===== src/dispatch_pkg.sv =====
`default_nettype none

package dispatch_pkg;

	localparam int XLEN = 32;
	localparam int ROB_SIZE = 8;
	localparam int ROB_TAG_WIDTH = $clog2(ROB_SIZE);
	localparam int N_ALU_RS = 4;
	localparam int N_AGU_RS = 2;
	localparam int N_BRANCH_RS = 2;

	// widest station class, used by the shared free-slot selector
	localparam int RS_VEC_WIDTH = (N_ALU_RS >= N_AGU_RS && N_ALU_RS >= N_BRANCH_RS) ? N_ALU_RS
		: (N_AGU_RS >= N_BRANCH_RS) ? N_AGU_RS : N_BRANCH_RS;

	// rv32i major opcodes handled here, zero is an inserted bubble
	typedef enum logic [6:0] {
		OP_BUBBLE = 7'b0000000,
		OP_LOAD   = 7'b0000011,
		OP_IMM    = 7'b0010011,
		OP_AUIPC  = 7'b0010111,
		OP_STORE  = 7'b0100011,
		OP_REG    = 7'b0110011,
		OP_LUI    = 7'b0110111,
		OP_BRANCH = 7'b1100011,
		OP_JALR   = 7'b1100111,
		OP_JAL    = 7'b1101111
	} opcode_e;

	// branch class covers jal, jalr and conditional branches
	typedef enum logic [1:0] {
		CLASS_ALU    = 2'b00,
		CLASS_BRANCH = 2'b01,
		CLASS_LOAD   = 2'b10,
		CLASS_STORE  = 2'b11
	} instr_class_e;

	typedef struct packed {
		opcode_e           opcode;
		instr_class_e      instr_class;
		logic              branch;
		logic              jalr;
		logic              lui;
		logic              auipc;
		logic              alloc_rob;
		logic              alloc_ldq;
		logic              alloc_stq;
		logic [XLEN-1:0]   imm;
	} decoded_t;

	// register file read results, tag means the value is still in flight
	typedef struct packed {
		logic [XLEN-1:0]          rs1_value;
		logic [ROB_TAG_WIDTH-1:0] rs1_tag;
		logic                     rs1_tag_valid;
		logic [XLEN-1:0]          rs2_value;
		logic [ROB_TAG_WIDTH-1:0] rs2_tag;
		logic                     rs2_tag_valid;
	} rf_read_t;

	// one operand, either a value or a tag to wait on
	typedef struct packed {
		logic                     q_valid;
		logic [ROB_TAG_WIDTH-1:0] q;
		logic [XLEN-1:0]          v;
	} operand_t;

	typedef struct packed {
		operand_t op1;
		operand_t op2;
	} operands_t;

	typedef struct packed {
		logic                     q1_valid;
		logic [ROB_TAG_WIDTH-1:0] q1;
		logic [XLEN-1:0]          v1;
		logic                     q2_valid;
		logic [ROB_TAG_WIDTH-1:0] q2;
		logic [XLEN-1:0]          v2;
		logic [ROB_TAG_WIDTH-1:0] rob_tag;
	} issue_t;

	typedef struct packed {
		logic                     valid;
		logic [ROB_TAG_WIDTH-1:0] tag;
		logic [XLEN-1:0]          value;
	} cdb_t;

	typedef struct packed {
		logic                     valid;
		logic [ROB_TAG_WIDTH-1:0] tag;
		logic [XLEN-1:0]          value;
	} commit_t;

	// one-hot of the lowest clear bit in busy, zero when everything is busy
	function automatic logic [RS_VEC_WIDTH-1:0] lowest_free(input logic [RS_VEC_WIDTH-1:0] busy);
		logic [RS_VEC_WIDTH-1:0] free;
		free = ~busy;
		// two's complement isolates the lowest set bit
		return free & (~free + 1'b1);
	endfunction

endpackage

`default_nettype wire


===== src/dispatch_top.sv =====
`timescale 1ns/1ps
`default_nettype none

module dispatch_top (
	input  logic                                clk,
	input  logic                                arst_n,
	input  logic                                disp_valid,
	input  logic [31:0]                         instr,
	input  logic [dispatch_pkg::XLEN-1:0]        pc,
	input  dispatch_pkg::rf_read_t              rf,
	input  logic                                flush,
	input  logic [dispatch_pkg::N_ALU_RS-1:0]    alu_rs_busy,
	input  logic [dispatch_pkg::N_AGU_RS-1:0]    agu_rs_busy,
	input  logic [dispatch_pkg::N_BRANCH_RS-1:0] branch_rs_busy,
	input  logic                                ldq_full,
	input  logic                                stq_full,
	input  dispatch_pkg::cdb_t                  cdb,
	input  logic                                commit_ready,
	output logic                                stall,
	output logic [dispatch_pkg::N_ALU_RS-1:0]    alu_rs_route,
	output logic [dispatch_pkg::N_AGU_RS-1:0]    agu_rs_route,
	output logic [dispatch_pkg::N_BRANCH_RS-1:0] branch_rs_route,
	output logic                                alloc_ldq,
	output logic                                alloc_stq,
	output dispatch_pkg::issue_t                issue,
	output dispatch_pkg::commit_t               commit
);
	import dispatch_pkg::*;

	decoded_t                      dec;
	operands_t                     ops;
	logic                          alloc_rob;
	logic                          rob_full;
	logic [ROB_TAG_WIDTH-1:0]      tail_tag;
	logic [ROB_SIZE-1:0][XLEN-1:0] rob_value;
	logic [ROB_SIZE-1:0]           rob_ready;
	logic [XLEN-1:0]               init_value;
	logic                          init_ready;

	rv_decode rv_decode_i (
		.instr (instr),
		.dec   (dec)
	);

	issue_route issue_route_i (
		.disp_valid      (disp_valid),
		.flush           (flush),
		.dec             (dec),
		.rob_full        (rob_full),
		.ldq_full        (ldq_full),
		.stq_full        (stq_full),
		.alu_rs_busy     (alu_rs_busy),
		.agu_rs_busy     (agu_rs_busy),
		.branch_rs_busy  (branch_rs_busy),
		.alu_rs_route    (alu_rs_route),
		.agu_rs_route    (agu_rs_route),
		.branch_rs_route (branch_rs_route),
		.alloc_rob       (alloc_rob),
		.alloc_ldq       (alloc_ldq),
		.alloc_stq       (alloc_stq),
		.stall           (stall)
	);

	// forwarding reads registered rob state, no same-cycle cdb bypass
	operand_route operand_route_i (
		.dec       (dec),
		.pc        (pc),
		.rf        (rf),
		.rob_value (rob_value),
		.rob_ready (rob_ready),
		.ops       (ops)
	);

	rob_entry_init rob_entry_init_i (
		.dec   (dec),
		.pc    (pc),
		.rf    (rf),
		.value (init_value),
		.ready (init_ready)
	);

	reorder_buffer reorder_buffer_i (
		.clk          (clk),
		.arst_n       (arst_n),
		.flush        (flush),
		.alloc        (alloc_rob),
		.alloc_value  (init_value),
		.alloc_ready  (init_ready),
		.cdb          (cdb),
		.commit_ready (commit_ready),
		.tail_tag     (tail_tag),
		.rob_full     (rob_full),
		.rob_value    (rob_value),
		.rob_ready    (rob_ready),
		.commit       (commit)
	);

	// station record, the destination is the entry being allocated now
	assign issue.q1_valid = ops.op1.q_valid;
	assign issue.q1 = ops.op1.q;
	assign issue.v1 = ops.op1.v;
	assign issue.q2_valid = ops.op2.q_valid;
	assign issue.q2 = ops.op2.q;
	assign issue.v2 = ops.op2.v;
	assign issue.rob_tag = tail_tag;

endmodule

`default_nettype wire


===== src/issue_route.sv =====
`timescale 1ns/1ps
`default_nettype none

module issue_route (
	input  logic                                disp_valid,
	input  logic                                flush,
	input  dispatch_pkg::decoded_t              dec,
	input  logic                                rob_full,
	input  logic                                ldq_full,
	input  logic                                stq_full,
	input  logic [dispatch_pkg::N_ALU_RS-1:0]    alu_rs_busy,
	input  logic [dispatch_pkg::N_AGU_RS-1:0]    agu_rs_busy,
	input  logic [dispatch_pkg::N_BRANCH_RS-1:0] branch_rs_busy,
	output logic [dispatch_pkg::N_ALU_RS-1:0]    alu_rs_route,
	output logic [dispatch_pkg::N_AGU_RS-1:0]    agu_rs_route,
	output logic [dispatch_pkg::N_BRANCH_RS-1:0] branch_rs_route,
	output logic                                alloc_rob,
	output logic                                alloc_ldq,
	output logic                                alloc_stq,
	output logic                                stall
);
	import dispatch_pkg::*;

	logic                    to_alu;
	logic                    to_agu;
	logic                    to_branch;
	logic [RS_VEC_WIDTH-1:0] alu_busy_pad;
	logic [RS_VEC_WIDTH-1:0] agu_busy_pad;
	logic [RS_VEC_WIDTH-1:0] branch_busy_pad;
	logic [RS_VEC_WIDTH-1:0] alu_sel;
	logic [RS_VEC_WIDTH-1:0] agu_sel;
	logic [RS_VEC_WIDTH-1:0] branch_sel;
	logic                    need_stall;
	logic                    go;

	// lui and auipc already have their value, nothing to execute
	assign to_alu = (dec.instr_class == CLASS_ALU) && (dec.opcode != OP_BUBBLE)
		&& !dec.lui && !dec.auipc;
	// loads and stores both need address generation
	assign to_agu = dec.instr_class[1];
	// jal is resolved at dispatch, only jalr and branches execute
	assign to_branch = (dec.instr_class == CLASS_BRANCH) && (dec.branch || dec.jalr);

	// pad narrower classes with busy ones so the shared selector skips them
	always_comb begin
		alu_busy_pad = '1;
		agu_busy_pad = '1;
		branch_busy_pad = '1;
		alu_busy_pad[N_ALU_RS-1:0] = alu_rs_busy;
		agu_busy_pad[N_AGU_RS-1:0] = agu_rs_busy;
		branch_busy_pad[N_BRANCH_RS-1:0] = branch_rs_busy;
	end

	assign alu_sel = lowest_free(alu_busy_pad);
	assign agu_sel = lowest_free(agu_busy_pad);
	assign branch_sel = lowest_free(branch_busy_pad);

	// any missing resource holds the instruction
	assign need_stall = (dec.alloc_rob && rob_full)
		|| (dec.alloc_ldq && ldq_full)
		|| (dec.alloc_stq && stq_full)
		|| (to_alu && (&alu_rs_busy))
		|| (to_agu && (&agu_rs_busy))
		|| (to_branch && (&branch_rs_busy));

	// valid and flush only enter at the end of the chain
	assign go = disp_valid && !flush && !need_stall;
	assign stall = disp_valid && need_stall;

	assign alu_rs_route = alu_sel[N_ALU_RS-1:0] & {N_ALU_RS{to_alu && go}};
	assign agu_rs_route = agu_sel[N_AGU_RS-1:0] & {N_AGU_RS{to_agu && go}};
	assign branch_rs_route = branch_sel[N_BRANCH_RS-1:0] & {N_BRANCH_RS{to_branch && go}};

	assign alloc_rob = go && dec.alloc_rob;
	assign alloc_ldq = go && dec.alloc_ldq;
	assign alloc_stq = go && dec.alloc_stq;

endmodule

`default_nettype wire


===== src/operand_route.sv =====
`timescale 1ns/1ps
`default_nettype none

module operand_route (
	input  dispatch_pkg::decoded_t                                  dec,
	input  logic [dispatch_pkg::XLEN-1:0]                           pc,
	input  dispatch_pkg::rf_read_t                                  rf,
	input  logic [dispatch_pkg::ROB_SIZE-1:0][dispatch_pkg::XLEN-1:0] rob_value,
	input  logic [dispatch_pkg::ROB_SIZE-1:0]                       rob_ready,
	output dispatch_pkg::operands_t                                 ops
);
	import dispatch_pkg::*;

	operand_t rs1_op;
	operand_t rs2_op;

	// register operand: rf value, forwarded rob value, or a tag to wait on
	function automatic operand_t resolve_reg(
		input logic                              tag_valid,
		input logic [ROB_TAG_WIDTH-1:0]          tag,
		input logic [XLEN-1:0]                   rf_value,
		input logic [ROB_SIZE-1:0]               ready,
		input logic [ROB_SIZE-1:0][XLEN-1:0]     values
	);
		operand_t op;
		op = '0;
		if (!tag_valid) begin
			op.v = rf_value;
		end else if (ready[tag]) begin
			// producer finished but has not committed yet
			op.v = values[tag];
		end else begin
			op.q_valid = 1'b1;
			op.q = tag;
		end
		return op;
	endfunction

	assign rs1_op = resolve_reg(rf.rs1_tag_valid, rf.rs1_tag, rf.rs1_value, rob_ready, rob_value);
	assign rs2_op = resolve_reg(rf.rs2_tag_valid, rf.rs2_tag, rf.rs2_value, rob_ready, rob_value);

	// operand 1
	always_comb begin
		ops.op1 = '0;
		case (dec.opcode)
			OP_JAL, OP_AUIPC: ops.op1.v = pc;
			// lui carries its value in the immediate, bubble carries nothing
			OP_LUI, OP_BUBBLE: ops.op1 = '0;
			default: ops.op1 = rs1_op;
		endcase
	end

	// operand 2
	always_comb begin
		ops.op2 = '0;
		case (dec.opcode)
			OP_REG, OP_BRANCH: ops.op2 = rs2_op;
			// immediate is zero for the bubble
			default: ops.op2.v = dec.imm;
		endcase
	end

endmodule

`default_nettype wire


===== src/reorder_buffer.sv =====
`timescale 1ns/1ps
`default_nettype none

module reorder_buffer (
	input  logic                                                     clk,
	input  logic                                                     arst_n,
	input  logic                                                     flush,
	input  logic                                                     alloc,
	input  logic [dispatch_pkg::XLEN-1:0]                            alloc_value,
	input  logic                                                     alloc_ready,
	input  dispatch_pkg::cdb_t                                       cdb,
	input  logic                                                     commit_ready,
	output logic [dispatch_pkg::ROB_TAG_WIDTH-1:0]                   tail_tag,
	output logic                                                     rob_full,
	output logic [dispatch_pkg::ROB_SIZE-1:0][dispatch_pkg::XLEN-1:0] rob_value,
	output logic [dispatch_pkg::ROB_SIZE-1:0]                        rob_ready,
	output dispatch_pkg::commit_t                                    commit
);
	import dispatch_pkg::*;

	logic [ROB_TAG_WIDTH-1:0]      head;
	logic [ROB_TAG_WIDTH-1:0]      tail;
	logic [ROB_TAG_WIDTH:0]        count;
	logic [ROB_SIZE-1:0]           occupied;
	logic [ROB_SIZE-1:0]           ready;
	logic [ROB_SIZE-1:0][XLEN-1:0] value;
	logic                          do_commit;
	logic                          cdb_hit;

	assign tail_tag = tail;
	assign rob_full = (count == (ROB_TAG_WIDTH + 1)'(ROB_SIZE));
	assign rob_value = value;
	assign rob_ready = ready;

	// head retires once its result is in
	assign commit.valid = occupied[head] && ready[head];
	assign commit.tag = head;
	assign commit.value = value[head];
	assign do_commit = commit.valid && commit_ready;

	// results for entries already gone are dropped
	assign cdb_hit = cdb.valid && occupied[cdb.tag];

	// control state, pointers wrap since ROB_SIZE is a power of two
	always_ff @(posedge clk or negedge arst_n) begin
		if (!arst_n) begin
			head <= '0;
			tail <= '0;
			count <= '0;
			occupied <= '0;
			ready <= '0;
		end else if (flush) begin
			head <= '0;
			tail <= '0;
			count <= '0;
			occupied <= '0;
			ready <= '0;
		end else begin
			if (cdb_hit) begin
				ready[cdb.tag] <= 1'b1;
			end
			if (alloc) begin
				occupied[tail] <= 1'b1;
				ready[tail] <= alloc_ready;
				tail <= tail + 1'b1;
			end
			// head and tail only meet here when empty or full, so no clash
			if (do_commit) begin
				occupied[head] <= 1'b0;
				ready[head] <= 1'b0;
				head <= head + 1'b1;
			end
			case ({alloc, do_commit})
				2'b10: count <= count + 1'b1;
				2'b01: count <= count - 1'b1;
				default: count <= count;
			endcase
		end
	end

	// result payload
	always_ff @(posedge clk) begin
		if (cdb_hit) begin
			value[cdb.tag] <= cdb.value;
		end
		if (alloc) begin
			value[tail] <= alloc_value;
		end
	end

endmodule

`default_nettype wire


===== src/rob_entry_init.sv =====
`timescale 1ns/1ps
`default_nettype none

module rob_entry_init (
	input  dispatch_pkg::decoded_t        dec,
	input  logic [dispatch_pkg::XLEN-1:0] pc,
	input  dispatch_pkg::rf_read_t        rf,
	output logic [dispatch_pkg::XLEN-1:0] value,
	output logic                          ready
);
	import dispatch_pkg::*;

	logic            is_jal;
	logic            is_jump;
	logic            store_ready;
	logic [XLEN-1:0] next_pc;

	// no compressed instructions
	assign next_pc = pc + XLEN'(4);

	assign is_jump = (dec.instr_class == CLASS_BRANCH) && !dec.branch;
	assign is_jal = is_jump && !dec.jalr;
	assign store_ready = (dec.instr_class == CLASS_STORE) && !rf.rs2_tag_valid;

	// jalr still has to execute for its target, so it starts not ready
	assign ready = is_jal || dec.lui || dec.auipc || store_ready;

	always_comb begin
		if (is_jump) begin
			// link value for jal and jalr
			value = next_pc;
		end else if (dec.lui) begin
			value = dec.imm;
		end else if (dec.auipc) begin
			value = pc + dec.imm;
		end else if (store_ready) begin
			value = rf.rs2_value;
		end else begin
			value = '0;
		end
	end

endmodule

`default_nettype wire


===== src/rv_decode.sv =====
`timescale 1ns/1ps
`default_nettype none

module rv_decode (
	input  logic [31:0]           instr,
	output dispatch_pkg::decoded_t dec
);
	import dispatch_pkg::*;

	opcode_e         raw_op;
	logic [XLEN-1:0] imm_i;
	logic [XLEN-1:0] imm_s;
	logic [XLEN-1:0] imm_b;
	logic [XLEN-1:0] imm_u;
	logic [XLEN-1:0] imm_j;

	assign raw_op = opcode_e'(instr[6:0]);

	// immediates for every format, picked by opcode below
	assign imm_i = {{20{instr[31]}}, instr[31:20]};
	assign imm_s = {{20{instr[31]}}, instr[31:25], instr[11:7]};
	assign imm_b = {{19{instr[31]}}, instr[31], instr[7], instr[30:25], instr[11:8], 1'b0};
	assign imm_u = {instr[31:12], 12'b0};
	assign imm_j = {{11{instr[31]}}, instr[31], instr[19:12], instr[20], instr[30:21], 1'b0};

	always_comb begin
		// unknown opcodes fall through as a bubble
		dec = '0;
		case (raw_op)
			OP_REG: begin
				// r-type has no immediate
				dec.opcode = OP_REG;
			end
			OP_IMM: begin
				dec.opcode = OP_IMM;
				dec.imm = imm_i;
			end
			OP_LOAD: begin
				dec.opcode = OP_LOAD;
				dec.instr_class = CLASS_LOAD;
				dec.alloc_ldq = 1'b1;
				dec.imm = imm_i;
			end
			OP_STORE: begin
				dec.opcode = OP_STORE;
				dec.instr_class = CLASS_STORE;
				dec.alloc_stq = 1'b1;
				dec.imm = imm_s;
			end
			OP_BRANCH: begin
				dec.opcode = OP_BRANCH;
				dec.instr_class = CLASS_BRANCH;
				dec.branch = 1'b1;
				dec.imm = imm_b;
			end
			OP_JALR: begin
				dec.opcode = OP_JALR;
				dec.instr_class = CLASS_BRANCH;
				dec.jalr = 1'b1;
				dec.imm = imm_i;
			end
			OP_JAL: begin
				// branch class with neither flag set means jal
				dec.opcode = OP_JAL;
				dec.instr_class = CLASS_BRANCH;
				dec.imm = imm_j;
			end
			OP_LUI: begin
				dec.opcode = OP_LUI;
				dec.lui = 1'b1;
				dec.imm = imm_u;
			end
			OP_AUIPC: begin
				dec.opcode = OP_AUIPC;
				dec.auipc = 1'b1;
				dec.imm = imm_u;
			end
			default: begin
			end
		endcase
		// every real instruction takes a rob entry, bubbles take nothing
		dec.alloc_rob = (dec.opcode != OP_BUBBLE);
	end

endmodule

`default_nettype wire

===== config.mk =====
export PLATFORM = sky130hd
export DESIGN_NAME = dispatch_top
export DESIGN_NICKNAME = d
export VERILOG_FILES = /design/src/dispatch_pkg.sv /design/src/dispatch_top.sv /design/src/issue_route.sv /design/src/operand_route.sv /design/src/reorder_buffer.sv /design/src/rob_entry_init.sv /design/src/rv_decode.sv
export SDC_FILE = /design/constraint.sdc
export NUM_CORES = 1
export LEC_CHECK = 0
export BUFFER_PORTS_ARGS = -buffer_cell sky130_fd_sc_hd__buf_2
export CAP_MARGIN = 20
export CORE_MARGIN = 3
export CORE_UTILIZATION = 25
export DETAILED_ROUTE_END_ITERATION = 10
export GPL_ROUTABILITY_DRIVEN = 0
export PLACE_DENSITY = 0.45
export SYNTH_ARGS = -nofsm -noshare
export SYNTH_HDL_FRONTEND = slang
export SYNTH_SLANG_ARGS = --single-unit

===== constraint.sdc =====
create_clock -name clk -period 3.44 [get_ports clk]
set_clock_uncertainty 0.05 [all_clocks]
set_input_delay 0.172 -clock clk [delete_from_list [all_inputs] [get_ports clk]]
set_output_delay 0.172 -clock clk [all_outputs]
set_load 0.01 [all_outputs]

==> reports/results.ini <==
[route]
drcViolationCount = 0
via_per_inst = 5.71
dr.pass1.iters = 6
wl_per_cell_um = 28.8
ant_nets = 0
drtIter0Drc = 2757
vias = 24300
drt_wl_total_mm = 123

[floorplan]
die_w_um = 306
dieHeight_um = 306
ios = 309
die-area_mm2 = 0.0936
core_mm2 = 0.0888
initial_utilization = 0.253
placementRows = 109

[timing]
relSlewSlack = 0.365
fin_crit_ns = 3.32
tightest_slew_ns = 0.947
hold_slack_ns = 0.00917
hold_viol = 0
slew_violations = 0
max_freq_ghz = 0.301
setup_viol = 0
finalCritPeriodShare = 0.966

[yosys]
synth_top_area_share = 0.228
ys_seq_area_frac = 0.257
synth.most_common_cell = a21oi_1
ys.flop_type = dfxtp_1
synth_cell_types = 87
syn_area_per_cell_um2 = 8.67
yosys_warnings = 0
ys_top_cells_by_count = a21oi_1 (329), dfxtp_1 (256), nor2_1 (229), nand2_1 (186), mux2_2 (174)
yosysTopAreaCell = dfxtp_1
syn_inst = 2594
syn_area_mm2 = 0.0225
synthArstFlopShare = 0.0922
synth_enable_flop_cells = 0
synth_area_leaders = dfxtp_1 (23%), mux4_2 (13%), mux2_2 (8.7%)
ys_ff_latch = 282
syn_nets = 2818

[worst_hold_path]
worst_hold_path_type = in2reg

[clocking]
clk_pin_slew_ns = 0.07
tritoncts = yes
clkSinkCount = 282
h-tree-depth = 2
root_buffer = clkbuf_16
numCtsBuffers = 34
insertion_delay_ns = 0.53
clockBufferDepth = 3

[worst_setup_path]
crit_buf_inv = 2
worst_ep_arrival_time_ns = 3.10
cp_slowest_stage_delay_ns = 0.64
worstPathCellList = mux4_2, mux2i_2, buf_4, nand2b_1, nor2_1, nor3_1, a21oi_1, buf_2
critPathTopFamily = multiplexers
slowest_stage = mux4_2
crit_type = reg2out
critPathLaunchType = flop
cp_max_fo = 20
worst-endpoint-required_ns = 3.22
cp-end-kind = primary output

[power]
power.density_mw_per_mm2 = 316
p_leak_nw = 12.0
irDropWorstVdd_mv = 0.264

[finish]
multi_input_area_mm2 = 0.0160
stdcell_count = 4252
ff_latch_area_mm2 = 0.00578
final_core_util = 0.331
nets = 3281
area_growth_pct = 30.6
fill_cells = 9364
drive_gt1_frac = 0.360

[status]
outcome = completed

[global_routing]
grt_pass1_wl_mm = 173
first_global_vias = 23400
grt_max_degree = 48
antenna_found_initial = 18
grtUsageTotal = 0.251
overflow = 0

[placed_design]
dpl.cell_count = 4157
hpwl_mm = 88.7
port_buffers = 308

[job]
maxCapViolCount = 0

[what timing repair did]
item                                   in CTS  in global routing
gates resized for setup                     0                 28
setup endpoints to repair                   0                115
hold buffers                               25                  0
setup buffers                               0                  3
endpoints found under the hold margin      73                  0
[layout by cell type (no fill, tap or decap), drive strengths merged, types with 6 or more instances in the layout]
master / synthesis / layout
mux4: 132 / 132
nand3: 40 / 40
dfrtp: 26 / 26
o21a: 22 / 22
a211o: 7 / 7
nor2b: 22 / 22
a21o: 26 / 26
a21oi: 355 / 355
nand2b: 10 / 10
mux2: 174 / 174
a211oi: 81 / 81
nor3: 73 / 73
nand4: 47 / 47
and4: 7 / 7
a22oi: 130 / 130
clkbuf: 144 / 47
nor2: 231 / 231
mux2i: 70 / 70
nor3b: 12 / 12
dfxtp: 256 / 256
a221oi: 15 / 15
a222oi: 8 / 8
nand2: 186 / 186
dlygate4sd3: 0 / 25
xnor2: 35 / 35
and2: 82 / 82
buf: 76 / 622
diode: 0 / 9
o211ai: 8 / 8
inv: 37 / 37
nor4: 6 / 6
and3: 45 / 45
ha: 36 / 36
xor2: 21 / 21
o21ai: 81 / 81
a31oi: 19 / 19
clkinv: 2 / 12
[through the flow]
stage	total power [mW]	setup TNS (ns)	worst slack [ns]	instance area (µm²)
detailed placement	5.70	-58.52	-0.503	27800
finish	9.28	0	0.117	29400
CTS	9.30	0	0.0441	29200
global route	9.61	-0.000547	-0.000547	29400
global placement	5.70	-58.58	-0.532	27800
floorplan	4.72	-2.70	-0.160	22700
[final timing paths]
check	cells past startpoint	slack, ns	from	endpoint
min reg2reg	2	0.49	reorder_buffer_i.count[3]$_DFFE_PN0P_	reorder_buffer_i.count[3]$_DFFE_PN0P_
max in group asynchronous	2	2.70	arst_n	reorder_buffer_i.occupied[2]$_DFF_PN0_
max	8	0.12	reorder_buffer_i.rob_ready[7]$_DFF_PN0_	issue[15]
min in group asynchronous	2	0.18	arst_n	reorder_buffer_i.tail_tag[2]$_DFFE_PN0P_
min	3	0.009	cdb[23]	reorder_buffer_i.rob_value[151]$_DFF_P_
max reg2reg	12	0.45	reorder_buffer_i.count[0]$_DFFE_PN0P_	reorder_buffer_i.count[3]$_DFFE_PN0P_
[per-layer routing]
layer,wire [µm],vias up,GRT usage
li1,-,10800,-
met4,5030,16,0.0941
met3,10000,264,0.0488
met2,54800,1245,0.400
met5,97,-,0
met1,52500,12000,0.336
[registers in the layout (all words and copies together) (netlist names)]
signal / count
reorder_buffer_i.rob_value: 256
reorder_buffer_i.occupied: 8
reorder_buffer_i.rob_ready: 8
reorder_buffer_i.count: 4
reorder_buffer_i.head: 3
reorder_buffer_i.tail_tag: 3
[cell families (layout without fill, tap and decap cells)]
logic type,count (synthesis),count (layout),synth area share
AND/OR/NAND/NOR,784,784,0.172
AO/OA/AOI/OAI,800,800,0.228
buffers and inverters,259,743,0.0502
flip-flops,282,282,0.257
multiplexers,376,376,0.250
XOR/XNOR,56,56,0.0218
other,0,9,0
adder cells (fa/ha/maj),37,37,0.0209
[final cells by class]
class | count | area share
inverter | 39 | 0.00498
tap | 1165 | 0.0496
sequential | 282 | 0.197
multi-input combinational | 2053 | 0.546
timing repair buffer | 647 | 0.166
clock buffer | 47 | 0.0337
clock inverter | 10 | 0.00247
antenna | 9 | 0.000767
[power by group]
part / switching (mW) / internal, mW
sequential: 0.165 / 3.43
clock: 1.56 / 2.02
combinational: 1.16 / 0.944
[tightest hold or removal path, stage by stage]
cell and delay, ns:
buf_2 0.19, a211oi_1 0.10, a21oi_1 0.10
Note: power is estimated with default switching activity, not from simulation.
